**config.mk**
```make
export PLATFORM = sky130hd
export DESIGN_NAME = band_config
export DESIGN_NICKNAME = d
export VERILOG_FILES = /design/src/hdl/ofdm_pkg.sv /design/src/hdl/band_config.sv
export SDC_FILE = /design/constraint.sdc
export NUM_CORES = 1
export LEC_CHECK = 0
export ABC_AREA = 1
export BUFFER_PORTS_ARGS = -buffer_cell sky130_fd_sc_hd__buf_2
export CORE_UTILIZATION = 55
export DETAILED_ROUTE_END_ITERATION = 8
export PLACE_DENSITY = 0.8
export RECOVER_POWER = 25
export SYNTH_ARGS = -nofsm -noshare
export SYNTH_HDL_FRONTEND = slang
export SYNTH_SLANG_ARGS = --single-unit
```
**constraint.sdc**
```tcl
create_clock -name clk_i -period 2.7 [get_ports clk_i]
set_input_delay 0.135 -clock clk_i [delete_from_list [all_inputs] [get_ports clk_i]]
set_output_delay 0.135 -clock clk_i [all_outputs]
set_load 0.005 [all_outputs]
```
**src/hdl/ofdm_pkg.sv**
```systemverilog
package ofdm_pkg;

    localparam int FFT_LEN        = 16;
    localparam int SAMPLE_W       = 16;
    localparam int BIN_W          = SAMPLE_W + 4 + 2;  // 4 growth bits and 2 bits of headroom
    localparam int TWIDDLE_W      = 16;
    localparam int TWIDDLE_FRAC   = 14;                // Q1.14, so +1 is 16384
    localparam int CP_LEN_W       = 5;
    localparam int CP_LEN_DEFAULT = 16;
    localparam int SYM_W          = 4;
    localparam int META_DEPTH     = 4;
    localparam int META_PTR_W     = $clog2(META_DEPTH);
    localparam int OUT_CREDITS    = 4;
    localparam int CREDIT_W       = $clog2(OUT_CREDITS + 1);
    localparam int CFG_ADDR_W     = 1;
    localparam int CFG_DATA_W     = 8;
    localparam int BIN_IDX_W      = $clog2(FFT_LEN);
    localparam int BAND_LEN_W     = BIN_IDX_W + 1;     // a band may hold all 16 bins
    localparam int BAND_START_RST = 4;
    localparam int BAND_LEN_RST   = 8;

    typedef logic [BIN_IDX_W-1:0]  bin_idx_t;
    typedef logic [BAND_LEN_W-1:0] band_len_t;
    typedef logic [CFG_DATA_W-1:0] cfg_data_t;

    typedef struct packed {
        logic signed [SAMPLE_W-1:0] im;
        logic signed [SAMPLE_W-1:0] re;
    } sample_t;

    typedef struct packed {
        logic [SYM_W-1:0]    sym;
        logic [CP_LEN_W-1:0] cp_len;
    } in_user_t;

    typedef struct packed {
        logic signed [BIN_W-1:0] im;
        logic signed [BIN_W-1:0] re;
    } bin_t;

    typedef struct packed {
        bin_t     bin;
        bin_idx_t idx;
    } dft_out_t;

    typedef struct packed {
        bin_t             bin;
        logic [SYM_W-1:0] sym;
        bin_idx_t         idx;
        logic             last;
    } out_beat_t;

    typedef struct packed {
        logic signed [TWIDDLE_W-1:0] im;
        logic signed [TWIDDLE_W-1:0] re;
    } twiddle_t;

    typedef enum logic [1:0] {SKIP_CP, TAKE_SYMBOL, SKIP_END} cp_state_e;

    typedef enum logic [CFG_ADDR_W-1:0] {REG_BAND_START, REG_BAND_LEN} cfg_reg_e;

    // cosine of 2*pi*k/16 in Q1.14, rounded to nearest
    function automatic logic signed [TWIDDLE_W-1:0] cos_q14(bin_idx_t k);
        case (k)
            4'd0:         return 16'sd16384;
            4'd1, 4'd15:  return 16'sd15137;
            4'd2, 4'd14:  return 16'sd11585;
            4'd3, 4'd13:  return 16'sd6270;
            4'd4, 4'd12:  return 16'sd0;
            4'd5, 4'd11:  return -16'sd6270;
            4'd6, 4'd10:  return -16'sd11585;
            4'd7, 4'd9:   return -16'sd15137;
            default:      return -16'sd16384;   // k is 8
        endcase
    endfunction

    // e^(-j*2*pi*k/16) as the cosine and minus sine pair
    function automatic twiddle_t twiddle(bin_idx_t k);
        twiddle_t tw;
        tw.re = cos_q14(k);
        tw.im = -cos_q14(k - 4'd4);  // sin(x) equals cos(x - pi/2)
        return tw;
    endfunction

endpackage

```
**src/hdl/band_config.sv**
```systemverilog
`timescale 1ns/100ps

module band_config (
    input  logic                clk_i,
    input  logic                reset_ni,
    input  logic                cfg_we_i,
    input  ofdm_pkg::cfg_reg_e  cfg_addr_i,
    input  ofdm_pkg::cfg_data_t cfg_data_i,
    output ofdm_pkg::bin_idx_t  band_start_o,
    output ofdm_pkg::band_len_t band_len_o
);

    ofdm_pkg::bin_idx_t  start_new;
    ofdm_pkg::band_len_t room;      // bins from the current start up to bin 15
    ofdm_pkg::band_len_t room_new;  // same, counted from a start being written

    assign start_new = cfg_data_i[ofdm_pkg::BIN_IDX_W-1:0];
    assign room = ofdm_pkg::band_len_t'(ofdm_pkg::FFT_LEN) - ofdm_pkg::band_len_t'(band_start_o);
    assign room_new = ofdm_pkg::band_len_t'(ofdm_pkg::FFT_LEN) - ofdm_pkg::band_len_t'(start_new);

    always_ff @(posedge clk_i) begin
        if (!reset_ni) begin
            band_start_o <= ofdm_pkg::bin_idx_t'(ofdm_pkg::BAND_START_RST);
            band_len_o   <= ofdm_pkg::band_len_t'(ofdm_pkg::BAND_LEN_RST);
        end else if (cfg_we_i) begin
            case (cfg_addr_i)
                ofdm_pkg::REG_BAND_START: begin
                    band_start_o <= start_new;
                    // a moved start may push an old length past bin 15
                    if (band_len_o > room_new) band_len_o <= room_new;
                end
                ofdm_pkg::REG_BAND_LEN: begin
                    if (cfg_data_i > ofdm_pkg::cfg_data_t'(room)) begin
                        band_len_o <= room;
                    end else begin
                        band_len_o <= ofdm_pkg::band_len_t'(cfg_data_i);
                    end
                end
                default: band_len_o <= band_len_o;
            endcase
        end
    end

endmodule

```
==> out/qor.yml <==
yosysWarnings: 0
p_leak_nw: 0.537
synthFlopType: "dfxtp_1"
worstMarginPinSlew_ns: 0.414
max_freq_mhz: 493
drive_above_1_share_pct: 20.3
ys_seq_elements: 9
synthMuxAreaShare_pct: 0
slew-limit-headroom_pct: 72.4
routedWlPerCell_um: 10.7
clkTransAtPathRegs_ns: 0.06
ctsResizeCount: 0
whs_ns: 0.145
cts_sinks: 9
grt_max_degree: 11
final_util_pct: 71.1
period_minus_slack_ns: 2.03
die_area_um2: 1650
avgSynthCellArea_um2: 6.56
synthAdderAreaFrac_pct: 18.3
die_w_um: 40.6
yosys-top-cells-area: "dfxtp_1, ha_1, nand2_1"
placedInstanceArea_um2: 933
synth_most_common_cell: "nand2_1"
synth_xor_area_share_pct: 4.27
synthDistinctLibCells: 21
cts-buffers-inserted: 3
cts_max_level: 1
holdBufCountCts: 0
place_ws_ns: 0.693
final_nets: 173
drt_wl_total_um: 1750
async_reset_ff_share_pct: 0
synth_commonest_cells: "nand2_1, inv_1, nand3_1"
place_inst: 159
synth-simple-area-share_pct: 31.3
hold_class: "input port to register"
synth_area_um2: 820
antenna_left: 0
grt_antenna_before_repair: 0
rsz0062_at_grt: "false"
peakVddDrop_mv: 0.303
seq_area_frac_synth_pct: 22.0
root_buffer: "clkbuf_4"
grt.total_usage_pct: 26.3
fin_ws_ns: 0.673
drv_slew: 0
drt_first_pass_iters: 4
vias: 830
synth_top_family_by_area: "simple AND/OR/NAND/NOR gates"
required_ns: 2.86
rows: 13
io_buffers: 20
post_cts_buffers: 0
tritoncts: "built"
path_class: "register to register"
drt_iter0_markers: 24
critPathArrivalTime_ns: 2.19
layout-area-overhead-vs-synth_pct: 17.1
finalCritPeriodShare_pct: 75.1
start_util_pct: 60.7
setup_viol: 0
cts.path.max_buffers: 2
synth_compound_area_share_pct: 12.4
grt-ovfl-total: 0
syn_inst: 125
place_hpwl_um: 1470
instances_no_fill: 163
viasPerCell: 5.09
grt_pass1_wl_um: 2790
end_kind: "register"
synth_edf_count: 0
insertion_delay_ns: 0.27
synth.net_count: 149
total_power_mw: 0.419
synth_top_area_share_pct: 22.0
io_pins: 21
status: "finished, final reports clean"
grt_pass1_vias: 677
yosys.area.top_type: "dfxtp_1"
antenna_cells: 0
skew_ns: 0.000548
chipHeight_um: 40.6
critPathMaxFanout: 7
hold_viol_final: 0
route.detailed.drc: 0
place_congestion: 0.896
post-route-cell-area_um2: 960
power_density_nw_per_um2: 436
hold_start: "reset_ni"
startpoint_type: "register"
core_um2: 1350
startpoint: "band_start_o[0]"
fin_setup_tns_ns: 0
r2r_start: "band_start_o[0]"
max_cap_violations: 0
-- logic make-up after synthesis --
logic type,after synthesis
AOI/OAI and AO/OA,19
xor gates and xnor gates,4
buffers and inverters,25
DFF,9
and+or+nand+nor,56
adders and majority gates,12
-- report_power, final --
part / leakage, nW / switching (mW) / internal [mW]
Sequential: 0.0744 / 0.00986 / 0.145
Combinational: 0.445 / 0.0914 / 0.0652
Clock: 0.0177 / 0.0518 / 0.0549
-- critical path, cell delays in order, from the launching register on --
cell	delay, ns
dfxtp_1	0.37
inv_1	0.09
ha_1	0.23
xor2_1	0.17
ha_1	0.28
nand2_1	0.06
inv_1	0.05
nand2_1	0.04
nand2_1	0.05
nand2_1	0.05
nand2_2	0.12
nand2_1	0.12
nand2_1	0.08
nand3_1	0.07
nand2_1	0.08
nand2_1	0.05
-- state kept, by name, summed over array words and instances, names as in the netlist --
register,count
band_len_o,5
band_start_o,4
-- metal layers --
metal,vias up,track usage (%),part of all wire [%]
met4,0,5.00,0.46
met2,20,41.3,45
li1,450,-,-
met5,-,0,0
met1,356,34.1,49
met3,4,10.0,5.7
-- placed cells by master, fill, tap and decap left out, drive strengths merged, types with 4 or more instances in the layout --
cell type  count
nand2         30
xor2           4
inv           23
a21oi         12
dfxtp          9
nor2           8
buf           19
clkbuf         4
o21ai          6
nand3         15
ha            12
-- final timing paths --
kind / end / slack (ns) / depth (start not counted)
worst min register to register: band_len_o[0] / 0.49 / 2
worst min-delay path: band_start_o[2] / 0.15 / 2
worst max-delay path: band_len_o[3] / 0.67 / 15
worst max register to register: band_len_o[3] / 0.67 / 15
-- area by class of cell --
cell class,instances,area (um2)
flip-flops and latches,9,180
fillers,137,390
multi-input cells,91,543
clock inverters,1,5.00
repair buffers,20,98.8
inverters,24,91.3
well taps,15,18.8
clock buffers,3,22.5
(Power assumes the default switching activity.)
