## config.mk

```make
export PLATFORM = sky130hd
export DESIGN_NAME = subcarrier_selector
export DESIGN_NICKNAME = d
export VERILOG_FILES = /design/src/hdl/ofdm_pkg.sv /design/src/hdl/subcarrier_selector.sv
export SDC_FILE = /design/constraint.sdc
export NUM_CORES = 1
export LEC_CHECK = 0
export BUFFER_PORTS_ARGS = -buffer_cell sky130_fd_sc_hd__buf_4
export CORE_ASPECT_RATIO = 0.8
export CORE_UTILIZATION = 34
export DETAILED_ROUTE_END_ITERATION = 6
export GPL_TIMING_DRIVEN = 0
export PLACE_DENSITY = 0.61
export SYNTH_ARGS = -nofsm -noshare
export SYNTH_HDL_FRONTEND = slang
export SYNTH_SLANG_ARGS = --single-unit
export TNS_END_PERCENT = 10
```

## constraint.sdc

```tcl
create_clock -name clk_i -period 32.5 [get_ports clk_i]
set_input_delay 8.125 -clock clk_i [delete_from_list [all_inputs] [get_ports clk_i]]
set_output_delay 8.125 -clock clk_i [all_outputs]
set_load 0.05 [all_outputs]
```

## src/hdl/ofdm_pkg.sv

```systemverilog
package ofdm_pkg;

    localparam int FFT_LEN        = 16;
    localparam int SAMPLE_W       = 16;
    localparam int BIN_W          = SAMPLE_W + 4 + 2;  // 4 growth bits and 2 bits of headroom
    localparam int TWIDDLE_W      = 16;
    localparam int TWIDDLE_FRAC   = 14;                // Q1.14, so +1 is 16384
    localparam int CP_LEN_W       = 5;
    localparam int CP_LEN_DEFAULT = 16;
    localparam int SYM_W          = 4;
    localparam int META_DEPTH     = 4;
    localparam int META_PTR_W     = $clog2(META_DEPTH);
    localparam int OUT_CREDITS    = 4;
    localparam int CREDIT_W       = $clog2(OUT_CREDITS + 1);
    localparam int CFG_ADDR_W     = 1;
    localparam int CFG_DATA_W     = 8;
    localparam int BIN_IDX_W      = $clog2(FFT_LEN);
    localparam int BAND_LEN_W     = BIN_IDX_W + 1;     // a band may hold all 16 bins
    localparam int BAND_START_RST = 4;
    localparam int BAND_LEN_RST   = 8;

    typedef logic [BIN_IDX_W-1:0]  bin_idx_t;
    typedef logic [BAND_LEN_W-1:0] band_len_t;
    typedef logic [CFG_DATA_W-1:0] cfg_data_t;

    typedef struct packed {
        logic signed [SAMPLE_W-1:0] im;
        logic signed [SAMPLE_W-1:0] re;
    } sample_t;

    typedef struct packed {
        logic [SYM_W-1:0]    sym;
        logic [CP_LEN_W-1:0] cp_len;
    } in_user_t;

    typedef struct packed {
        logic signed [BIN_W-1:0] im;
        logic signed [BIN_W-1:0] re;
    } bin_t;

    typedef struct packed {
        bin_t     bin;
        bin_idx_t idx;
    } dft_out_t;

    typedef struct packed {
        bin_t             bin;
        logic [SYM_W-1:0] sym;
        bin_idx_t         idx;
        logic             last;
    } out_beat_t;

    typedef struct packed {
        logic signed [TWIDDLE_W-1:0] im;
        logic signed [TWIDDLE_W-1:0] re;
    } twiddle_t;

    typedef enum logic [1:0] {SKIP_CP, TAKE_SYMBOL, SKIP_END} cp_state_e;

    typedef enum logic [CFG_ADDR_W-1:0] {REG_BAND_START, REG_BAND_LEN} cfg_reg_e;

    // cosine of 2*pi*k/16 in Q1.14, rounded to nearest
    function automatic logic signed [TWIDDLE_W-1:0] cos_q14(bin_idx_t k);
        case (k)
            4'd0:         return 16'sd16384;
            4'd1, 4'd15:  return 16'sd15137;
            4'd2, 4'd14:  return 16'sd11585;
            4'd3, 4'd13:  return 16'sd6270;
            4'd4, 4'd12:  return 16'sd0;
            4'd5, 4'd11:  return -16'sd6270;
            4'd6, 4'd10:  return -16'sd11585;
            4'd7, 4'd9:   return -16'sd15137;
            default:      return -16'sd16384;   // k is 8
        endcase
    endfunction

    // e^(-j*2*pi*k/16) as the cosine and minus sine pair
    function automatic twiddle_t twiddle(bin_idx_t k);
        twiddle_t tw;
        tw.re = cos_q14(k);
        tw.im = -cos_q14(k - 4'd4);  // sin(x) equals cos(x - pi/2)
        return tw;
    endfunction

endpackage

```

## src/hdl/subcarrier_selector.sv

```systemverilog
`timescale 1ns/100ps

module subcarrier_selector (
    input  logic                       clk_i,
    input  logic                       reset_ni,
    input  logic                       bin_valid_i,
    input  ofdm_pkg::dft_out_t         bin_data_i,
    output logic                       bin_ready_o,
    input  ofdm_pkg::bin_idx_t         band_start_i,
    input  ofdm_pkg::band_len_t        band_len_i,
    input  logic [ofdm_pkg::SYM_W-1:0] meta_sym_i,
    output logic                       meta_pop_o,
    input  logic                       credit_i,
    output logic                       out_valid_o,
    output ofdm_pkg::out_beat_t        out_beat_o
);

    ofdm_pkg::band_len_t         rel;  // position of the bin inside the window
    logic                        in_band;
    logic                        at_last;
    logic                        accept;
    logic                        send;
    logic [ofdm_pkg::CREDIT_W-1:0] credit_cnt;
    ofdm_pkg::bin_t              bin_q;
    logic [ofdm_pkg::SYM_W-1:0]  sym_q;
    ofdm_pkg::bin_idx_t          idx_q;
    logic                        last_q;

    assign rel = ofdm_pkg::band_len_t'(bin_data_i.idx) - ofdm_pkg::band_len_t'(band_start_i);
    assign in_band = (bin_data_i.idx >= band_start_i) && (rel < band_len_i);
    assign at_last = (rel == band_len_i - 1'b1);

    // out-of-band bins are taken and dropped at once, in-band ones wait for a credit
    assign bin_ready_o = !in_band || (credit_cnt != '0);
    assign accept = bin_valid_i && bin_ready_o;
    assign send = accept && in_band;
    assign meta_pop_o = accept && (&bin_data_i.idx);  // symbol is done with bin 15

    always_ff @(posedge clk_i) begin
        if (!reset_ni) begin
            credit_cnt  <= ofdm_pkg::OUT_CREDITS[ofdm_pkg::CREDIT_W-1:0];
            out_valid_o <= 1'b0;
            last_q      <= 1'b0;
        end else begin
            out_valid_o <= send;
            last_q      <= send && at_last;  // kept low between beats
            case ({credit_i, send})
                2'b10:   credit_cnt <= credit_cnt + 1'b1;
                2'b01:   credit_cnt <= credit_cnt - 1'b1;
                default: credit_cnt <= credit_cnt;  // a return and a spend cancel
            endcase
        end
    end

    always_ff @(posedge clk_i) begin
        if (send) begin
            bin_q <= bin_data_i.bin;
            sym_q <= meta_sym_i;
            idx_q <= bin_data_i.idx;
        end
    end

    assign out_beat_o = '{bin: bin_q, sym: sym_q, idx: idx_q, last: last_q};

endmodule

```

==> impl_metrics.toml <==
[pwr]
power.switching_uw = 55.9
ir_worst_vdd_v = 0.0000402
power_frac_comb_pct = 22.9
sw_frac_of_total_pct = 28.7
leakage_uw = 0.00149
p_int_uw = 139
power_frac_clock_pct = 31.6
power_frac_seq_pct = 45.5
power_per_cell_area_mw_per_mm2 = 56.5

[yosys]
synth_edf_count = 52
ys_seq_area_share_pct = 75.6
ys.warnings.count = 0
async_reset_ff_share_pct = 0
synth_nets = 207
ys.flop_type = "edfxtp_1"
synth_area_mm2 = 0.00220
synthDistinctLibCells = 25
synthCells = 129
ys_ff_latch = 57
postSynthAreaPerCell_um2 = 17.0

[die]
start_util_pct = 36.2
die_area_mm2 = 0.00679
coreArea_mm2 = 0.00607
die_h_um = 73.9
chipWidth_um = 91.9
fp-row-count = 25
io-pin-count = 121

[global_routing]
grt_pass1_vias = 1447
track_usage_pct = 14.2
grt_pass1_wl_mm = 6.94
grt_max_degree = 11
overflow = 0
grt_antenna_before_repair = 0

[routing]
wl_per_cell_um = 13.5
num_vias = 1523
first_pass_iters = 4
vias_per_cell = 4.33
drt_iter0_markers = 47
ant_nets = 0
drc_errors = 0
routed_wl_mm = 4.75

[sta]
period_share_pct = 58.3
fin_setup_tns_ns = 0
hold_viol_final = 0
worstMarginPinSlew_ns = 1.00
rsz0062_at_grt = "no"
finalCriticalPeriod_ns = 18.95
setup_viol = 0
finClkSkew_ns = 0.00787
relSlewSlack_pct = 32.6
drv_slew = 0
fmax_mhz = 52.8

[clock_network]
clock-root-buffer = "clkbuf_8"
post_cts_buffers = 0
cts_resized = 0
hold_buffers = 0
clock-sinks = 57
clk_latency_ns = 0.32
cts-htree-levels = 3
clk_path_buf_depth = 2
path_clk_slew_ns = 0.06
cts_tree = "done"
numCtsBuffers = 9

[placed_design]
place.gp.congestion = 0.736
port_buffers = 120
placed_area_mm2 = 0.00325
dpl.hpwl_mm = 3.79

[finish]
drive_gt1_share_pct = 53.1
nNetsFinal = 344
diodes = 0
area_growth_pct = 56.6
final_area_mm2 = 0.00344

[worst_setup_path]
cp-end-kind = "primary output"
crit_fanout = 5
start_kind = "primary input"
required_ns = 24.37
arrival_ns = 10.83
crit_type = "in -> out"

[min_path]
hold_class = "reg -> reg"

[status]
status = "finished clean"

[job]
cap_viol_max_count = 0
[per-stage QoR]
step | total power [uW] | std cells | hold WS, ns | setup WS (ns) | util, %
global route | 204 | 352 | 0.551 | 13.41 | 56.7
CTS | 198 | 352 | 0.521 | 13.55 | 56.7
floorplan | 118 | 129 | 0.472 | 13.69 | -
global placement | 134 | 330 | 0.492 | 13.21 | 52.7
detailed placement | 135 | 336 | 0.512 | 13.57 | 53.6
finish | 194 | 352 | 0.514 | 13.55 | 56.7
[cells by family after synthesis]
logic type / synth area share (%)
compound gates: 3.30
xor+xnor: 4.39
fa+ha+maj: 8.09
buf+inv: 3.08
flops: 75.6
simple gates: 5.52
[cell usage in the layout, fill, tap and decap left out, types with 3 or more instances in the layout]
cell type / count
dfxtp_1: 5
inv_1: 16
edfxtp_1: 52
xnor2_1: 9
nand3_1: 4
nor2_1: 3
buf_4: 126
ha_1: 11
clkbuf_8: 9
[Yosys cell counts, types with 2 or more instances]
library cell	count	area share, %
edfxtp_1	52	71
inv_1	16	2.7
nor3_1	2	0.46
and4_1	2	0.80
or3_1	2	0.57
nor2_1	3	0.51
a21oi_1	2	0.46
a21o_1	2	0.68
o21ai_0	2	0.46
fa_1	2	1.8
nor4_1	2	0.57
and2_1	2	0.57
xor2_1	2	0.80
nand2_1	2	0.34
nand3_1	4	0.91
ha_1	11	6.3
xnor2_1	9	3.6
dfxtp_1	5	4.6
[state kept, by name, summed over array words and instances (netlist names)]
name	flops
last_q	1
sym_q	4
out_beat_o	44
credit_cnt	3
out_valid_o	1
idx_q	4
[power by group through the flow]
stage	clock, uW	combinational [uW]	sequential, uW
2_1_floorplan	0	11.6	107
3_3_place_gp	0	42.8	91.5
3_5_place_dp	0	44.8	90.1
4_1_cts	64.1	44.9	88.6
5_1_grt	67.5	47.5	88.9
6_report	61.5	44.5	88.5
[critical path, stage by stage]
cell and delay (ns):
buf_4 0.12, ha_1 0.35, a21o_1 0.19, a31oi_1 0.25, xnor2_1 0.22, ha_1 0.30
a21o_1 0.17, a21o_4 0.22, or4_4 0.51, and3_1 0.18, buf_4 0.18
[routing by layer]
layer | GRT usage, % | part of all wire (%)
met5 | 0 | 0
met4 | 6.77 | 0.97
met1 | 17.8 | 44
met3 | 6.21 | 9.3
met2 | 21.4 | 46
[path summary, 6_finish.rpt]
kind / slack [ns] / endpoint / startpoint / depth (start not counted)
setup / recovery: 13.55 / meta_pop_o / bin_data_i[2] / 11
hold reg to reg: 0.51 / credit_cnt[2] / credit_cnt[2] / 2
setup reg to reg: 29.73 / credit_cnt[2] / credit_cnt[0] / 9
hold / removal: 0.51 / credit_cnt[2] / credit_cnt[2] / 2
[layout make-up]
| cell class | count | area, um2 |
|---|---|---|
| fillers | 533 | 2630 |
| inverters | 16 | 60.1 |
| repair buffers | 126 | 950 |
| flip-flops and latches | 57 | 1660 |
| multi-input cells | 55 | 474 |
| clock buffers | 10 | 128 |
| clock inverters | 6 | 58.8 |
| well taps | 81 | 101 |
| plain buffers | 1 | 7.51 |
Power figures use the tool's default switching activity.
