[src/hdl/ofdm_pkg.sv]
package ofdm_pkg;

    localparam int FFT_LEN        = 16;
    localparam int SAMPLE_W       = 16;
    localparam int BIN_W          = SAMPLE_W + 4 + 2;  // 4 growth bits and 2 bits of headroom
    localparam int TWIDDLE_W      = 16;
    localparam int TWIDDLE_FRAC   = 14;                // Q1.14, so +1 is 16384
    localparam int CP_LEN_W       = 5;
    localparam int CP_LEN_DEFAULT = 16;
    localparam int SYM_W          = 4;
    localparam int META_DEPTH     = 4;
    localparam int META_PTR_W     = $clog2(META_DEPTH);
    localparam int OUT_CREDITS    = 4;
    localparam int CREDIT_W       = $clog2(OUT_CREDITS + 1);
    localparam int CFG_ADDR_W     = 1;
    localparam int CFG_DATA_W     = 8;
    localparam int BIN_IDX_W      = $clog2(FFT_LEN);
    localparam int BAND_LEN_W     = BIN_IDX_W + 1;     // a band may hold all 16 bins
    localparam int BAND_START_RST = 4;
    localparam int BAND_LEN_RST   = 8;

    typedef logic [BIN_IDX_W-1:0]  bin_idx_t;
    typedef logic [BAND_LEN_W-1:0] band_len_t;
    typedef logic [CFG_DATA_W-1:0] cfg_data_t;

    typedef struct packed {
        logic signed [SAMPLE_W-1:0] im;
        logic signed [SAMPLE_W-1:0] re;
    } sample_t;

    typedef struct packed {
        logic [SYM_W-1:0]    sym;
        logic [CP_LEN_W-1:0] cp_len;
    } in_user_t;

    typedef struct packed {
        logic signed [BIN_W-1:0] im;
        logic signed [BIN_W-1:0] re;
    } bin_t;

    typedef struct packed {
        bin_t     bin;
        bin_idx_t idx;
    } dft_out_t;

    typedef struct packed {
        bin_t             bin;
        logic [SYM_W-1:0] sym;
        bin_idx_t         idx;
        logic             last;
    } out_beat_t;

    typedef struct packed {
        logic signed [TWIDDLE_W-1:0] im;
        logic signed [TWIDDLE_W-1:0] re;
    } twiddle_t;

    typedef enum logic [1:0] {SKIP_CP, TAKE_SYMBOL, SKIP_END} cp_state_e;

    typedef enum logic [CFG_ADDR_W-1:0] {REG_BAND_START, REG_BAND_LEN} cfg_reg_e;

    // cosine of 2*pi*k/16 in Q1.14, rounded to nearest
    function automatic logic signed [TWIDDLE_W-1:0] cos_q14(bin_idx_t k);
        case (k)
            4'd0:         return 16'sd16384;
            4'd1, 4'd15:  return 16'sd15137;
            4'd2, 4'd14:  return 16'sd11585;
            4'd3, 4'd13:  return 16'sd6270;
            4'd4, 4'd12:  return 16'sd0;
            4'd5, 4'd11:  return -16'sd6270;
            4'd6, 4'd10:  return -16'sd11585;
            4'd7, 4'd9:   return -16'sd15137;
            default:      return -16'sd16384;   // k is 8
        endcase
    endfunction

    // e^(-j*2*pi*k/16) as the cosine and minus sine pair
    function automatic twiddle_t twiddle(bin_idx_t k);
        twiddle_t tw;
        tw.re = cos_q14(k);
        tw.im = -cos_q14(k - 4'd4);  // sin(x) equals cos(x - pi/2)
        return tw;
    endfunction

endpackage

[src/hdl/symbol_meta_fifo.sv]
`timescale 1ns/100ps

module symbol_meta_fifo (
    input  logic                       clk_i,
    input  logic                       reset_ni,
    input  logic                       push_i,
    input  logic [ofdm_pkg::SYM_W-1:0] push_data_i,
    input  logic                       pop_i,
    output logic [ofdm_pkg::SYM_W-1:0] pop_data_o,
    output logic                       empty_o
);

    logic [ofdm_pkg::SYM_W-1:0]      mem [ofdm_pkg::META_DEPTH];
    logic [ofdm_pkg::META_PTR_W-1:0] wr_ptr;
    logic [ofdm_pkg::META_PTR_W-1:0] rd_ptr;
    logic [ofdm_pkg::META_PTR_W:0]   count;
    logic                            do_push;
    logic                            do_pop;

    assign empty_o = (count == '0);
    // depth is a power of two, so the count's top bit alone marks full
    assign do_push = push_i && !count[ofdm_pkg::META_PTR_W];
    assign do_pop = pop_i && !empty_o;
    assign pop_data_o = mem[rd_ptr];

    always_ff @(posedge clk_i) begin
        if (!reset_ni) begin
            wr_ptr <= '0;
            rd_ptr <= '0;
            count  <= '0;
        end else begin
            if (do_push) wr_ptr <= wr_ptr + 1'b1;  // pointers wrap on their own
            if (do_pop)  rd_ptr <= rd_ptr + 1'b1;
            case ({do_push, do_pop})
                2'b10:   count <= count + 1'b1;
                2'b01:   count <= count - 1'b1;
                default: count <= count;
            endcase
        end
    end

    always_ff @(posedge clk_i) begin
        if (do_push) begin
            mem[wr_ptr] <= push_data_i;
        end
    end

endmodule

[config.mk]
export PLATFORM = sky130hd
export DESIGN_NAME = symbol_meta_fifo
export DESIGN_NICKNAME = d
export VERILOG_FILES = /design/src/hdl/ofdm_pkg.sv /design/src/hdl/symbol_meta_fifo.sv
export SDC_FILE = /design/constraint.sdc
export NUM_CORES = 1
export LEC_CHECK = 0
export ABC_AREA = 1
export BUFFER_PORTS_ARGS = -buffer_cell sky130_fd_sc_hd__buf_2
export CORE_ASPECT_RATIO = 1.5
export CORE_MARGIN = 2
export CORE_UTILIZATION = 45
export DETAILED_ROUTE_END_ITERATION = 12
export GPL_TIMING_DRIVEN = 0
export SYNTH_ARGS = -nofsm -noshare
export SYNTH_HDL_FRONTEND = slang
export SYNTH_SLANG_ARGS = --single-unit
[constraint.sdc]
create_clock -name clk_i -period 1.8 [get_ports clk_i]
set_input_delay 0.18 -clock clk_i [delete_from_list [all_inputs] [get_ports clk_i]]
set_output_delay 0.18 -clock clk_i [all_outputs]
set_load 0.005 [all_outputs]
==> summary by stage <==
Pwr
The cell area power density is 1260 nW/um^2. The static power due to leakage is 0.000502 uW. IR analysis of the VDD net gives a maximum drop of 713 uV.

Global routing
The via count of the first global-routing pass was 671. The maximum number of pins on one net before global-route repair is 16. The first global-routing pass estimated 2.83 mm of wire. Across every metal layer, demand over resource in global routing totals 0.137. After global routing the overflow that remains totals 0. The initial antenna violation count is 0.

Clock tree
The clock-pin slew on the worst setup and hold paths is 0.13 ns. The TritonCTS clock tree is built. The buffer levels on the longest clock path is 2.

In this run the number of H-tree levels came out at 1. The number of buffers added by the clock tree synthesis step is 3. The cell at the root of the clock tree is clkbuf_4. Clock tree synthesis found a total of 25 sinks. The number of hold buffers added after cts is 0. The clock network latency to the later pin of the worst-skew pair is 0.31 ns.

Floorplanning
In this run the vertical extent of the chip is 64.0 um. The core region area is 2260 sq um. The count of boundary I/O pins is 13. The die area is 2820 sq um. The chip width is 44.0 um.

The initial utilization of the core area, before any placement, comes to 0.478. In this run the core area contains 21 standard-cell rows.

Timing
Setup total negative slack on the finished layout was measured at 0 ns. The final number of hold-violating endpoints was 0. On the final layout, the worst clock skew is 0.00180 ns. Dividing the final minimum period by the clock period gives 0.914. The transition time at the pin with the least slew margin is 0.395 ns. The clock period could shrink to 1.65 ns. Setup violations remaining at the end of the flow were counted as 0. Setup slack on the critical path of the routed design comes to 0.155 ns. The number of max-slew violations in the final report was 0. Headroom to the max-slew limit came out at 0.736. Static timing analysis puts the maximum clock frequency at 0.608 GHz.

Drt
The post-detailed-route DRC marker count is 0. The initial detailed-routing violation count is 10. The routed via count divided by cell count is 4.92. The total number of vias is 699.

In the final routed layout, each cell accounts on average for 12.0 um. The number of antenna-violating nets in the routed design is 0. The first detailed-routing pass ran for 4 iterations. The routed design has 1.70 mm of wire.

Cells and area
Measured on the finished design, the core utilization comes to 0.539. The number of diodes added for antenna fixing is 0. The area of combinational cells with multiple inputs is 349 sq um. The register cell area after layout is 664 sq um. Relative to the synthesized area, the layout overhead comes to 12.7%. The number of fillers in the final layout is 206.

The net count of the finished layout is 134. In the final layout, the share of cells above drive strength 1 is 0.269.

Synth
Of the synthesized area, sequential elements account for 0.611. The yosys synthesis warning count is 0. The mean instance size in the synthesized netlist is 10.6 sq um. In this run, distinct cell masters in the synthesized netlist total 17. The synthesized cell area is 1080 sq um. The synthesized instance count is 102. The synthesis-stage register bit count is 25.

The number of nets in the synthesized netlist is 116.

Critical path
The worst reg2reg path endpoint is count[2]. The sum of buffers and inverters on the critical path is 5. The kind of launch point of the worst setup path is a flip-flop. Of all nets on the critical path, the largest fanout is 5.

By startpoint and endpoint, the worst setup path is classified as flip-flop to flip-flop. At the worst endpoint, the required time is 2.03 ns. The type of destination of the critical path is a flip-flop. The data arrival time of the critical path is 1.87 ns.

The critical path goes through inv_2, nand3_4, inv_1, nor2_2, ha_2, inv_1, fa_2, inv_1, nand2_1, nand3_1, nand2_1, inv_1, nor2_1. The slowest library cell on the worst path is dfxtp_2. The library cell appearing most often on the critical path is inv_1. The worst register-to-register path has a setup slack of 0.15 ns. The worst register-to-register path has a depth of 13. The maximum cell stage delay along the critical path is 0.36 ns. The kind of cell with the highest combined delay along the critical path is adder cells. In this run the critical register-to-register path is launched from count[2].

Job
The number of max-cap violations is 0.

Min path
The worst hold path begins at push_data_i[1]. Counting instances, the worst hold path has a depth of 1. The type of the most critical hold path is input port to flip-flop. The path with the worst hold slack has its endpoint at mem[1][1].

Placement
The total half-perimeter wirelength after legalization and detailed placement is 1.37 mm. OpenSTA, run right after detailed placement, puts the worst setup slack at 0.0774 ns. The port buffer count is 12. The weighted congestion reported at the end of routability-driven placement is 0.698.

Status
The flow ran to the end, and the final reports show no timing, DRC or antenna violations.
[through the flow]
| stage | hold slack [ns] | cell area (sq um) | power, uW | std cells |
|---|---|---|---|---|
| floorplan | 0.279 | 1080 | 1130 | 102 |
| global placement | 0.393 | 1170 | 1250 | 137 |
| detailed placement | 0.401 | 1170 | 1280 | 137 |
| CTS | 0.0588 | 1200 | 1530 | 141 |
| global route | 0.0542 | 1220 | 1680 | 142 |
| finish | 0.0701 | 1220 | 1540 | 142 |
[how the worst max path moves through the flow]
stage | from | to | slack [ns] | depth (start not counted)
4_1_cts | count[2] | count[2] | 0.05 | 12
6_report | count[2] | count[2] | 0.15 | 13
3_5_place_dp | count[2] | count[2] | 0.08 | 13
3_3_place_gp | count[2] | count[2] | 0.15 | 13
2_1_floorplan | count[2] | count[2] | 0.21 | 13
5_1_grt | count[2] | count[2] | -0.01 | 12
[area by class of cell]
cell class	count	area share
Buffer	1	0.00924
Clock buffer	3	0.0185
Clock inverter	1	0.00616
Inverter	18	0.0554
Multi-Input combinational cell	58	0.286
Sequential cell	25	0.545
Tap cell	23	0.0236
Timing Repair Buffer	13	0.0554
[worst reg2reg max path, delay by kind of cell, from the launching register on]
kind | cells | cell delay [ns]
adders and majority gates | 2 | 0.52
buffers and inverters | 5 | 0.31
DFF | 1 | 0.36
and+or+nand+nor | 6 | 0.38
[power by group]
part           switching [uW]  total, uW  leakage (uW)  internal, uW
clock                     166        250     0.0000139          84.8
combinational             320        534      0.000267           214
sequential               39.8        754      0.000222           714
total                     525       1540      0.000502          1010
[logic make-up (layout without fill, tap and decap cells)]
family          Yosys count  in the layout  synth area share
simple gates             30             30             0.133
flops                    25             25             0.611
compound gates           22             22             0.106
buf+inv                  19             36            0.0729
fa+ha+maj                 6              6            0.0764
[sequential cells by signal (all words and copies together) (netlist names), named ones only]
| name | cells |
|---|---|
| count | 3 |
| mem | 16 |
| rd_ptr | 2 |
| wr_ptr | 2 |
[routing by layer]
layer | global-route usage | vias to the layer above | share of wire
met4 | 0.0682 | 0 | 0.019
met5 | 0 | - | 0
met1 | 0.139 | 307 | 0.40
li1 | - | 376 | -
met2 | 0.257 | 12 | 0.56
met3 | 0.0169 | 4 | 0.027
[synth_stat cells]
master | instances | area share
a21oi_1 | 6 | 0.028
buf_6 | 1 | 0.010
dfxtp_1 | 9 | 0.17
edfxtp_1 | 16 | 0.44
fa_1 | 1 | 0.019
ha_1 | 5 | 0.058
inv_1 | 14 | 0.049
inv_2 | 4 | 0.014
nand2_1 | 6 | 0.021
nand2_2 | 2 | 0.012
nand2_4 | 1 | 0.010
nand3_1 | 2 | 0.0093
nand3_4 | 1 | 0.016
nand4_1 | 1 | 0.0058
nor2_1 | 17 | 0.059
o21ai_0 | 12 | 0.056
o22ai_1 | 4 | 0.023
[repair_timing]
action / in CTS / in global routing
endpoints found under the hold margin: 0 / 0
resized for setup: 0 / 6
buffers inserted: 0 / 1
endpoints found under the setup margin: 0 / 1
[cells in the final DEF, fill, tap and decap left out, types with 4 or more instances in the layout]
cell type | Yosys | routed
inv_1 | 14 | 14
dfxtp_1 | 9 | 6
buf_2 | 0 | 12
ha_1 | 5 | 4
o21ai_0 | 12 | 12
edfxtp_1 | 16 | 16
a21oi_1 | 6 | 6
nand2_1 | 6 | 6
o22ai_1 | 4 | 4
nor2_1 | 17 | 16
inv_2 | 4 | 4
Power figures use the tool's default switching activity.
