**src/hdl/ofdm_pkg.sv**
```systemverilog
package ofdm_pkg;

    localparam int FFT_LEN        = 16;
    localparam int SAMPLE_W       = 16;
    localparam int BIN_W          = SAMPLE_W + 4 + 2;  // 4 growth bits and 2 bits of headroom
    localparam int TWIDDLE_W      = 16;
    localparam int TWIDDLE_FRAC   = 14;                // Q1.14, so +1 is 16384
    localparam int CP_LEN_W       = 5;
    localparam int CP_LEN_DEFAULT = 16;
    localparam int SYM_W          = 4;
    localparam int META_DEPTH     = 4;
    localparam int META_PTR_W     = $clog2(META_DEPTH);
    localparam int OUT_CREDITS    = 4;
    localparam int CREDIT_W       = $clog2(OUT_CREDITS + 1);
    localparam int CFG_ADDR_W     = 1;
    localparam int CFG_DATA_W     = 8;
    localparam int BIN_IDX_W      = $clog2(FFT_LEN);
    localparam int BAND_LEN_W     = BIN_IDX_W + 1;     // a band may hold all 16 bins
    localparam int BAND_START_RST = 4;
    localparam int BAND_LEN_RST   = 8;

    typedef logic [BIN_IDX_W-1:0]  bin_idx_t;
    typedef logic [BAND_LEN_W-1:0] band_len_t;
    typedef logic [CFG_DATA_W-1:0] cfg_data_t;

    typedef struct packed {
        logic signed [SAMPLE_W-1:0] im;
        logic signed [SAMPLE_W-1:0] re;
    } sample_t;

    typedef struct packed {
        logic [SYM_W-1:0]    sym;
        logic [CP_LEN_W-1:0] cp_len;
    } in_user_t;

    typedef struct packed {
        logic signed [BIN_W-1:0] im;
        logic signed [BIN_W-1:0] re;
    } bin_t;

    typedef struct packed {
        bin_t     bin;
        bin_idx_t idx;
    } dft_out_t;

    typedef struct packed {
        bin_t             bin;
        logic [SYM_W-1:0] sym;
        bin_idx_t         idx;
        logic             last;
    } out_beat_t;

    typedef struct packed {
        logic signed [TWIDDLE_W-1:0] im;
        logic signed [TWIDDLE_W-1:0] re;
    } twiddle_t;

    typedef enum logic [1:0] {SKIP_CP, TAKE_SYMBOL, SKIP_END} cp_state_e;

    typedef enum logic [CFG_ADDR_W-1:0] {REG_BAND_START, REG_BAND_LEN} cfg_reg_e;

    // cosine of 2*pi*k/16 in Q1.14, rounded to nearest
    function automatic logic signed [TWIDDLE_W-1:0] cos_q14(bin_idx_t k);
        case (k)
            4'd0:         return 16'sd16384;
            4'd1, 4'd15:  return 16'sd15137;
            4'd2, 4'd14:  return 16'sd11585;
            4'd3, 4'd13:  return 16'sd6270;
            4'd4, 4'd12:  return 16'sd0;
            4'd5, 4'd11:  return -16'sd6270;
            4'd6, 4'd10:  return -16'sd11585;
            4'd7, 4'd9:   return -16'sd15137;
            default:      return -16'sd16384;   // k is 8
        endcase
    endfunction

    // e^(-j*2*pi*k/16) as the cosine and minus sine pair
    function automatic twiddle_t twiddle(bin_idx_t k);
        twiddle_t tw;
        tw.re = cos_q14(k);
        tw.im = -cos_q14(k - 4'd4);  // sin(x) equals cos(x - pi/2)
        return tw;
    endfunction

endpackage

```
**src/hdl/cp_remover.sv**
```systemverilog
`timescale 1ns/100ps

module cp_remover (
    input  logic                       clk_i,
    input  logic                       reset_ni,
    input  logic                       in_valid_i,
    input  ofdm_pkg::sample_t          in_data_i,
    input  ofdm_pkg::in_user_t         in_user_i,
    input  logic                       in_last_i,
    output logic                       smp_valid_o,
    output ofdm_pkg::sample_t          smp_data_o,
    output logic                       smp_first_o,
    output logic                       meta_push_o,
    output logic [ofdm_pkg::SYM_W-1:0] meta_sym_o
);

    ofdm_pkg::cp_state_e           state;
    logic [ofdm_pkg::CP_LEN_W-1:0] skip_cnt;   // starts at half the prefix, ends at its length
    ofdm_pkg::bin_idx_t            smp_cnt;    // samples taken so far in this symbol
    logic [ofdm_pkg::CP_LEN_W-1:0] cp_len;
    logic                          skip_done;
    logic                          take;

    assign cp_len = in_user_i.cp_len;  // the prefix length always comes from the current beat
    assign skip_done = ({1'b0, skip_cnt} + 1'b1) >= {1'b0, cp_len};
    assign take = in_valid_i && (state == ofdm_pkg::TAKE_SYMBOL);

    always_ff @(posedge clk_i) begin
        if (!reset_ni) begin
            state    <= ofdm_pkg::SKIP_CP;
            skip_cnt <= ofdm_pkg::CP_LEN_DEFAULT[ofdm_pkg::CP_LEN_W:1];  // half the default
            smp_cnt  <= '0;
        end else if (in_valid_i) begin
            case (state)
                ofdm_pkg::SKIP_CP: begin
                    smp_cnt <= '0;
                    if (skip_done) begin
                        state <= ofdm_pkg::TAKE_SYMBOL;
                    end else begin
                        skip_cnt <= skip_cnt + 1'b1;
                    end
                end
                ofdm_pkg::TAKE_SYMBOL: begin
                    smp_cnt <= smp_cnt + 1'b1;
                    if (&smp_cnt) begin  // 16th sample of the symbol
                        // the next window opens half a prefix early
                        skip_cnt <= cp_len >> 1;
                        state <= in_last_i ? ofdm_pkg::SKIP_CP : ofdm_pkg::SKIP_END;
                    end
                end
                ofdm_pkg::SKIP_END: begin
                    if (in_last_i) begin
                        state <= ofdm_pkg::SKIP_CP;  // repetition ends with the input's last beat
                    end
                end
                default: state <= ofdm_pkg::SKIP_CP;
            endcase
        end
    end

    always_ff @(posedge clk_i) begin
        if (!reset_ni) begin
            smp_valid_o <= 1'b0;
            smp_first_o <= 1'b0;
        end else begin
            smp_valid_o <= take;
            smp_first_o <= take && (smp_cnt == '0);
        end
    end

    always_ff @(posedge clk_i) begin
        if (take) begin
            smp_data_o <= in_data_i;
            meta_sym_o <= in_user_i.sym;
        end
    end

    // the symbol number enters the FIFO together with the first sample
    assign meta_push_o = smp_first_o;

endmodule

```
**config.mk**
```make
export PLATFORM = sky130hd
export DESIGN_NAME = cp_remover
export DESIGN_NICKNAME = d
export VERILOG_FILES = /design/src/hdl/ofdm_pkg.sv /design/src/hdl/cp_remover.sv
export SDC_FILE = /design/constraint.sdc
export NUM_CORES = 1
export LEC_CHECK = 0
export ABC_AREA = 1
export BUFFER_PORTS_ARGS = -buffer_cell sky130_fd_sc_hd__buf_4
export CAP_MARGIN = 0
export CORE_ASPECT_RATIO = 0.8
export CORE_MARGIN = 4
export CORE_UTILIZATION = 47
export CTS_CLUSTER_SIZE = 40
export DETAILED_ROUTE_END_ITERATION = 10
export MAX_ROUTING_LAYER = met4
export PLACE_DENSITY = 0.87
export SETUP_SLACK_MARGIN = 0.2
export SYNTH_ARGS = -nofsm -noshare
export SYNTH_HDL_FRONTEND = slang
export SYNTH_SLANG_ARGS = --single-unit
```
**constraint.sdc**
```tcl
create_clock -name clk_i -period 2.95 [get_ports clk_i]
set_clock_uncertainty 0.15 [all_clocks]
set_input_delay 0.59 -clock clk_i [delete_from_list [all_inputs] [get_ports clk_i]]
set_output_delay 0.59 -clock clk_i [all_outputs]
set_load 0.005 [all_outputs]
```
==> results.yml, run 1 <==
floorplanning:
  rows: 20
  start_util_pct: 50.1
  die_h_um: 65.5
  ios: 84
  fp.coreArea_um2: 3880
  die_w_um: 79.9
  die_area_um2: 5230
yosys:
  ys_async_sr_fraction_pct: 0
  ys_seq_area_share_pct: 69.1
  avgSynthCellArea_um2: 12.4
  synth-edff-count: 36
  ys_ff_latch: 49
  synthFlopType: "edfxtp_1"
  syn-num-nets: 210
  yosysUniqueCellTypes: 27
  yosysWarnings: 0
  syn_area_um2: 1940
  syn_inst: 157
worst_setup_path:
  ff2ff_path_depth: 11
  path_class: "reg2reg"
  slowest_delay_ns: 0.42
  crit_path_start_kind: "register"
  arrival_ns: 2.08
  r2r-start: "skip_cnt[0]$_SDFFE_PN0P_"
  endpoint_kind: "register"
  rrSetupSlack_ns: 0.90
  reg2reg_to: "skip_cnt[1]$_SDFFE_PN0P_"
  cp_slowest_cell: "dfxtp_1"
  crit_path_cell_trace: "ha_1 > nand3_1 > xor2_1 > ha_1 > nor3_1 > o21a_1 > nand2_2 > nand2_4 > nand2_4 > nor2_1 > nor2_2"
  required_ns: 2.99
  cp_max_fo: 6
placement:
  hpwl_mm: 3.25
  dp.cells: 294
  port-buffer-count: 83
  gp_congestion: 0.802
global_route:
  grt-ovfl-total: 0
  grt-busiest-layer: "met2"
  grt_pass1_vias: 1249
  grt_pass1_wl_mm: 6.21
  antenna_found_initial: 0
  use_met2_pct: 25.7
  grtUsageMet1_pct: 21.0
  grt_max_degree: 40
  grt_usage_pct: 16.4
  global_route.usage.met3_pct: 4.66
timing:
  hold_ws_ns: 0.318
  tightest_slew_ns: 0.466
  rsz0062_at_grt: "no"
  hold_viol_final: 0
  setup_tns_ns: 0
  post-route-min-period_ns: 2.05
  slew_headroom_pct: 68.9
  final-setup-viol-count: 0
  fin_crit_sh_pct: 69.4
  report.final.slew_viol_count: 0
  max_freq_mhz: 489
pwr:
  internal_power_mw: 1.42
  switching_share_pct: 31.0
  clockPowerShare_pct: 22.0
  netSwitchingPower_mw: 0.638
  ir_drop_mv: 0.576
  power_frac_comb_pct: 31.9
  pwr-share-seq_pct: 46.0
  powerDensity_nw_per_um2: 750
  leakage_nw: 1.20
worst_hold_path:
  hold_start: "in_data_i[2]"
  holdPathStages: 1
  whs_endpoint: "smp_data_o[2]$_DFFE_PP_"
  hp-class: "in2reg"
routing:
  wl_per_cell_um: 13.7
  route.final.wire_length_mm: 4.14
  drc: 0
  via_per_inst: 4.62
  drtPass1Iterations: 4
  vias: 1395
  drt_iter0_drc: 70
  ant_nets: 0
cts:
  cts_root_buf: "clkbuf_8"
  clkTransAtPathRegs_ns: 0.08
  cts_hold_buffers: 0
  cts.repair.resized: 0
  cts.htree.levels: 2
  max-clock-path-buffers: 2
  cts.sinks: 49
  post-cts-setup-buffer-count: 0
  cts_made_buffers: 5
  cts_tree: "built"
  insertion_delay_ns: 0.29
cells_and_area:
  layout_commonest_cell: "buf_4"
  diodes: 0
  post-route-util_pct: 70.8
  final_cells: 302
  fin_nets: 299
  drive_above_1_share_pct: 42.1
  final_cell_mix: "84 x buf_4, 36 x edfxtp_1, 28 x nand2_1"
  syn2layout_area_growth_pct: 41.4
outcome:
  status: "finished, final reports clean"
run:
  max_cap_violations: 0
-- power by group through the flow --
| stage | logic, mW | clock network (mW) | registers, mW |
|---|---|---|---|
| 3_3_place_gp | 0.650 | 0 | 0.958 |
| 6_report | 0.657 | 0.454 | 0.949 |
| 5_1_grt | 0.746 | 0.504 | 0.964 |
| 2_1_floorplan | 0.430 | 0 | 0.956 |
| 3_5_place_dp | 0.661 | 0 | 0.962 |
| 4_1_cts | 0.664 | 0.468 | 0.948 |
-- metal layers --
layer / up-vias / routed length (µm)
met3: 6 / 344
met5: - / 0
met1: 621 / 1830
met2: 61 / 1930
li1: 707 / -
met4: 0 / 41
-- worst max path at each step --
stage | from | end
global placement | skip_cnt[2]$_SDFFE_PN0P_ | skip_cnt[1]$_SDFFE_PN0P_
detailed placement | skip_cnt[0]$_SDFFE_PN0P_ | skip_cnt[1]$_SDFFE_PN0P_
global route | skip_cnt[1]$_SDFFE_PN0P_ | skip_cnt[1]$_SDFFE_PN0P_
floorplan | in_valid_i | smp_cnt[2]$_SDFFE_PN0P_
finish | skip_cnt[0]$_SDFFE_PN0P_ | skip_cnt[1]$_SDFFE_PN0P_
CTS | skip_cnt[0]$_SDFFE_PN0P_ | skip_cnt[1]$_SDFFE_PN0P_
-- synthesized netlist by cell type (2+ instances only) --
cell / instances / area [µm²]
edfxtp_1: 36 / 1080
nand3_1: 8 / 40.0
inv_2: 3 / 11.3
o21ai_0: 4 / 20.0
nor2_2: 5 / 31.3
a21oi_1: 7 / 35.0
inv_1: 19 / 71.3
o21ai_1: 2 / 10.0
ha_1: 8 / 100
xor2_1: 3 / 26.3
nand2_4: 2 / 22.5
nand2_1: 28 / 105
nor2_1: 6 / 22.5
dfxtp_1: 13 / 260
-- registers in the layout (all words and copies together), names as in the netlist --
| name | count |
|---|---|
| meta_push_o | 1 |
| smp_data_o | 32 |
| meta_sym_o | 4 |
| smp_cnt | 4 |
| smp_valid_o | 1 |
| state | 2 |
| skip_cnt | 5 |
-- stage by stage --
stage	power [mW]	cell area [µm²]	setup slack (ns)
3_5_place_dp	1.62	2630	0.919
3_3_place_gp	1.61	2630	0.933
6_report	2.06	2750	0.903
2_1_floorplan	1.39	1940	0.589
5_1_grt	2.21	2750	0.790
4_1_cts	2.08	2750	0.893
-- cells by family (layout without fill, tap and decap cells) --
family | Yosys count | after routing | synth area share (%)
AO/OA/AOI/OAI | 17 | 17 | 5.54
adder cells (fa/ha/maj) | 8 | 8 | 5.15
buffers and inverters | 24 | 114 | 4.90
flip-flops | 49 | 49 | 69.1
XOR/XNOR | 4 | 4 | 1.80
AND/OR/NAND/NOR | 55 | 55 | 13.5
-- critical path, delay by kind of cell, from the launching register on --
family	cells	cell delay [ns]
and+or+nand+nor	7	0.65
DFF	1	0.42
adders and majority gates	2	0.40
xor gates and xnor gates	1	0.17
AOI/OAI and AO/OA	1	0.15
-- layout make-up --
type | instances | area [µm²]
Sequential cell | 49 | 1340
Fill cell | 280 | 1130
Timing Repair Buffer | 84 | 631
Multi-Input combinational cell | 84 | 510
Inverter | 22 | 82.6
Clock buffer | 6 | 72.6
Tap cell | 55 | 68.8
Clock inverter | 2 | 38.8
Note: power is estimated with default switching activity, not from simulation.
==> run 2: changes to the inputs <==
Settings changed: CORE_UTILIZATION 47 to 42, PLACE_DENSITY 0.87 to 0.83.
Clock period 2.95 ns to 1.85 ns, I/O delays scaled along.
==> run 2 against run 1 <==
Net effect:
- the run now ends with setup timing left
- combinational power rose by 92%
- first-iteration DRC count fell by 37%
- clock power rose by 41%
- flip-flop and latch count did not move
- maximum frequency rose by 5.6%
- largest cell class unchanged
- non-clock buffer count rose by 5
==> results.yml, run 2 (synthesized netlist as in run 1, its figures left out) <==
outcome:
  status: "finished with violations"
  violations: "setup timing"
placement:
  place_area_um2: 2710
  port-buffer-count: 83
  hpwl_mm: 3.57
  gp_congestion: 0.816
routing:
  via_per_inst: 4.64
  vias: 1435
  wl_per_cell_um: 14.6
  drc: 0
  drtPass1Iterations: 4
  drt_iter0_drc: 44
  route.final.wire_length_mm: 4.51
  ant_nets: 0
timing:
  fin_crit_sh_pct: 105
  final-setup-viol-count: 6
  post-route-min-period_ns: 1.94
  max_freq_mhz: 516
  rsz0062_at_grt: "yes"
  finalWorstSetupSlack_ns: -0.0883
  slew_headroom_pct: 79.8
  tightest_slew_ns: 0.302
  report.final.slew_viol_count: 0
  hold_viol_final: 0
global_route:
  grt_pass1_wl_mm: 6.33
  grt_pass1_vias: 1403
  grt_usage_pct: 14.7
  grt_max_degree: 37
  grt-ovfl-total: 0
  antenna_found_initial: 0
worst_setup_path:
  arrival_ns: 2.02
  cp_slowest_cell: "dfxtp_4"
  cp_num_cells: 14
  worst-path-buf-inv: 1
  crit_path_start_kind: "register"
  cp_top_family: "simple AND/OR/NAND/NOR gates"
  endpoint_kind: "register"
  reg2reg_to: "skip_cnt[2]$_SDFFE_PN0P_"
  ff2ff_path_depth: 14
  rrSetupSlack_ns: -0.09
  slowest_delay_ns: 0.37
  required_ns: 1.93
  cp_max_fo: 6
  cp_common_cell: "nand2_1"
  path_class: "reg2reg"
  r2r-start: "skip_cnt[1]$_SDFFE_PN0P_"
  crit_path_cell_trace: "ha_4 > xor2_2 > ha_1 > nand2_1 > inv_1 > nand2_1 > nand2_1 > nand2_1 > nand2_2 > nand2_4 > nand2_4 > nand2_1 > nand2_1 > nor2_2"
floorplanning:
  fp.coreArea_um2: 4310
  start_util_pct: 45.1
  die_w_um: 84.0
  die_h_um: 68.8
  rows: 21
  ios: 84
  die_area_um2: 5780
pwr:
  ir_drop_mv: 0.542
  powerDensity_nw_per_um2: 1210
  leakage_nw: 1.22
  finalPower_mw: 3.43
cells_and_area:
  top_regs: "smp_data_o (32), skip_cnt (5)"
  final_cell_mix: "88 x buf_4, 36 x edfxtp_1, 27 x nand2_1"
  drive_above_1_share_pct: 48.4
  fin_nets: 304
  diodes: 0
  largest_register: "smp_data_o"
  largest_reg_flops: 32
  post-route-util_pct: 65.7
  fin_area_um2: 2830
  layout_commonest_cell: "buf_4"
  syn2layout_area_growth_pct: 45.7
cts:
  cts.htree.levels: 2
  cts_tree: "built"
  insertion_delay_ns: 0.29
  cts_made_buffers: 5
  clkTransAtPathRegs_ns: 0.09
  cts.sinks: 49
  cts_hold_buffers: 0
  max-clock-path-buffers: 2
  cts_root_buf: "clkbuf_8"
worst_hold_path:
  hp-class: "in2reg"
  whs_endpoint: "smp_data_o[7]$_DFFE_PP_"
  holdPathStages: 1
  hold_start: "in_data_i[7]"
run:
  max_cap_violations: 0
==> run 2: area by class of cell <==
class,instances,area (µm²)
clock buffers,7,86.3
clock inverters,1,7.51
fillers,336,1480
inverters,22,82.6
multi-input cells,84,549
flip-flops and latches,49,1350
well taps,57,71.3
repair buffers,89,681
==> run 2: worst max-delay path by stage <==
stage | endpoint | slack, ns | from
2_1_floorplan | skip_cnt[1]$_SDFFE_PN0P_ | 0.07 | skip_cnt[0]$_SDFFE_PN0P_
3_3_place_gp | skip_cnt[1]$_SDFFE_PN0P_ | -0.06 | skip_cnt[1]$_SDFFE_PN0P_
3_5_place_dp | skip_cnt[3]$_SDFFE_PN1P_ | -0.11 | skip_cnt[1]$_SDFFE_PN0P_
4_1_cts | skip_cnt[2]$_SDFFE_PN0P_ | -0.08 | skip_cnt[1]$_SDFFE_PN0P_
5_1_grt | skip_cnt[3]$_SDFFE_PN1P_ | -0.21 | skip_cnt[0]$_SDFFE_PN0P_
6_report | skip_cnt[2]$_SDFFE_PN0P_ | -0.09 | skip_cnt[1]$_SDFFE_PN0P_
==> run 2: power by group <==
part	switching (mW)	internal (mW)
Clock	0.335	0.304
Combinational	0.689	0.576
Sequential	0.108	1.42
Total	1.13	2.30
==> run 2: routing by layer <==
metal  vias to the layer above  GRT usage (%)  wire length, µm
li1                        719              -                -
met3                         9           3.21              251
met4                         0           6.43               87
met1                       653           15.3             1730
met5                         -              -                0
met2                        54           27.5             2440
==> run 2: timing repair <==
action                     4_1_cts  5_1_grt
pin swaps                        3        0
gates cloned                     0        0
buffers inserted                 0        1
gates resized for setup          4        1
setup endpoints to repair        7        7
==> run 2: per-stage QoR <==
stage / hold slack, ns / worst slack [ns] / setup TNS (ns) / std cells
after global placement: 0.340 / -0.0551 / -0.206 / 300
after global routing: 0.0773 / -0.205 / -1.29 / 309
after CTS: 0.0828 / -0.0826 / -0.367 / 308
final: 0.0938 / -0.0883 / -0.418 / 309
after floorplan: 0.318 / 0.0684 / 0 / 157
after detailed placement: 0.344 / -0.112 / -0.495 / 300
==> run 2: worst register-to-register path, stage by stage, from the launching register on <==
cell and delay, ns:
dfxtp_4 0.37, ha_4 0.17, xor2_2 0.15, ha_1 0.28, nand2_1 0.07, inv_1 0.04
nand2_1 0.06, nand2_1 0.05, nand2_1 0.06, nand2_2 0.09, nand2_4 0.12, nand2_4 0.08
nand2_1 0.08, nand2_1 0.06, nor2_2 0.07
==> run 3: changes to the inputs <==
Settings changed: CORE_UTILIZATION 42 to 35, PLACE_DENSITY 0.83 to 0.72.
==> run 3 against run 2 <==
Net effect:
- flip-flop and latch count stayed put
- count of clock-buffer cells in the layout is 2 lower
- register-to-register slack better by 0.04 ns
- the run still ends with setup timing left
- worst setup slack better by 0.043 ns
- cell area is 3.3% higher
- non-clock buffer count is 1 higher
- maximum frequency is 2.3% higher
- core utilization is 9.2 points lower
- via count is 1.1% higher
==> results.yml, run 3 (synthesized netlist as in run 1, its figures left out) <==
global_route:
  grt_max_degree: 35
  grt-ovfl-total: 0
  grt_pass1_wl_mm: 6.56
  grt_usage_pct: 12.7
  grt_pass1_vias: 1395
  antenna_found_initial: 0
worst_setup_path:
  cp_num_cells: 11
  endpoint_kind: "register"
  crit_start: "skip_cnt[0]$_SDFFE_PN0P_"
  slowest_delay_ns: 0.38
  crit_path_start_kind: "register"
  ff2ff_path_depth: 11
  cp_common_cell: "nand2_2"
  rrSetupSlack_ns: -0.05
  arrival_ns: 1.99
  crit_path_cell_trace: "ha_4 > nand3_2 > xor2_1 > ha_2 > nand2_1 > nand2_2 > nand2_4 > nand2_4 > nand2_2 > nand2_2 > nor2_2"
  reg2reg_to: "skip_cnt[1]$_SDFFE_PN0P_"
  r2r-start: "skip_cnt[0]$_SDFFE_PN0P_"
  endpoint: "skip_cnt[1]$_SDFFE_PN0P_"
  required_ns: 1.94
  cp_slowest_cell: "dfxtp_4"
  path_class: "reg2reg"
  cp_max_fo: 6
  worst-path-buf-inv: 0
  cp_top_family: "simple AND/OR/NAND/NOR gates"
timing:
  final-setup-viol-count: 4
  rsz0062_at_grt: "yes"
  finalWorstSetupSlack_ns: -0.0454
  fin_crit_sh_pct: 102
  setup_tns_ns: -0.148
  slew_headroom_pct: 78.9
  tightest_slew_ns: 0.313
  post-route-min-period_ns: 1.90
  hold_viol_final: 0
  report.final.slew_viol_count: 0
  hold_ws_ns: 0.0881
  max_freq_mhz: 528
routing:
  drtPass1Iterations: 4
  top_layer_used: "met4"
  via_per_inst: 4.61
  met2WireLength_mm: 2.14
  vias: 1451
  drt_iter0_drc: 39
  route.final.wire_length_mm: 4.25
  wl_met1_mm: 1.83
  met3_length_um: 242
  wl_per_cell_um: 13.5
  ant_nets: 0
  drc: 0
cells_and_area:
  layout_commonest_cell: "buf_4"
  fin_area_um2: 2920
  drive_above_1_share_pct: 51.8
  syn2layout_area_growth_pct: 50.6
  fin_nets: 305
  largest_register: "smp_data_o"
  diodes: 0
  final_cells: 315
  largest_reg_flops: 32
  final_cell_mix: "89 x buf_4, 36 x edfxtp_1, 25 x nand2_1"
  top_regs: "smp_data_o (32), skip_cnt (5)"
  fillCellCount: 440
placement:
  gp_congestion: 0.866
  port-buffer-count: 83
  place_area_um2: 2720
  hpwl_mm: 3.28
  dp.cells: 306
outcome:
  violations: "setup timing"
  status: "finished with violations"
floorplanning:
  fp.coreArea_um2: 5180
  die_h_um: 74.6
  die_w_um: 91.3
  start_util_pct: 37.5
  rows: 23
  die_area_um2: 6810
  ios: 84
worst_hold_path:
  hp-class: "in2reg"
cts:
  insertion_delay_ns: 0.30
  clkTransAtPathRegs_ns: 0.09
  cts_hold_buffers: 0
  cts.htree.levels: 2
  cts_root_buf: "clkbuf_8"
  cts_tree: "built"
  cts_made_buffers: 5
  cts.sinks: 49
  max-clock-path-buffers: 2
run:
  max_cap_violations: 0
pwr:
  finalPower_mw: 3.76
  leakage_nw: 1.25
  ir_drop_mv: 0.554
  powerDensity_nw_per_um2: 1290
## run 3: cell type report
| type | count | area (µm²) | area share (%) |
|---|---|---|---|
| Sequential cell | 49 | 1350 | 46.3 |
| Timing Repair Buffer | 90 | 688 | 23.5 |
| Multi-Input combinational cell | 84 | 586 | 20.0 |
| Inverter | 22 | 82.6 | 2.82 |
| Tap cell | 62 | 77.6 | 2.65 |
| Clock buffer | 5 | 68.8 | 2.35 |
| Clock inverter | 3 | 68.8 | 2.35 |
## run 3: what timing repair did
action	in CTS	in global routing
gates resized for setup	5	7
pin swaps	3	0
setup endpoints to repair	7	7
setup buffers	0	1
## run 3: worst min-delay path by stage
| stage | endpoint | cells after the start | slack, ns | startpoint |
|---|---|---|---|---|
| 3_5_place_dp | state[1]$_SDFFE_PN0P_ | 2 | 0.34 | state[1]$_SDFFE_PN0P_ |
| 5_1_grt | smp_data_o[28]$_DFFE_PP_ | 1 | 0.07 | in_data_i[28] |
| 2_1_floorplan | state[1]$_SDFFE_PN0P_ | 2 | 0.32 | state[1]$_SDFFE_PN0P_ |
| 3_3_place_gp | state[1]$_SDFFE_PN0P_ | 2 | 0.34 | state[1]$_SDFFE_PN0P_ |
| 4_1_cts | meta_sym_o[3]$_DFFE_PP_ | 1 | 0.07 | in_user_i[8] |
| 6_report | smp_data_o[30]$_DFFE_PP_ | 1 | 0.09 | in_data_i[30] |
## run 3: routing by layer
| metal | track usage, % | up-vias |
|---|---|---|
| li1 | - | 720 |
| met1 | 15.6 | 675 |
| met2 | 20.3 | 51 |
| met3 | 3.90 | 5 |
| met4 | 4.01 | 0 |
| met5 | - | - |
## run 3: worst reg2reg max path, delay by kind of cell, from the launching register on
family                   cells  cell delay (ns)
AND/OR/NAND/NOR              8             0.63
flip-flops                   1             0.38
XOR/XNOR                     1             0.22
adder cells (fa/ha/maj)      2             0.47
## run 3: through the flow
step | utilization (%) | setup WS, ns
after floorplan | - | 0.0684
after global placement | 52.6 | -0.0228
after detailed placement | 52.6 | -0.0624
after CTS | 55.6 | -0.0357
after global routing | 56.4 | -0.181
final | 56.4 | -0.0454
## run 3: power by group
part | internal [mW] | leakage, nW | switching [mW]
registers | 1.42 | 0.435 | 0.105
logic | 0.623 | 0.744 | 0.714
clock network | 0.544 | 0.0687 | 0.357
total | 2.58 | 1.25 | 1.18
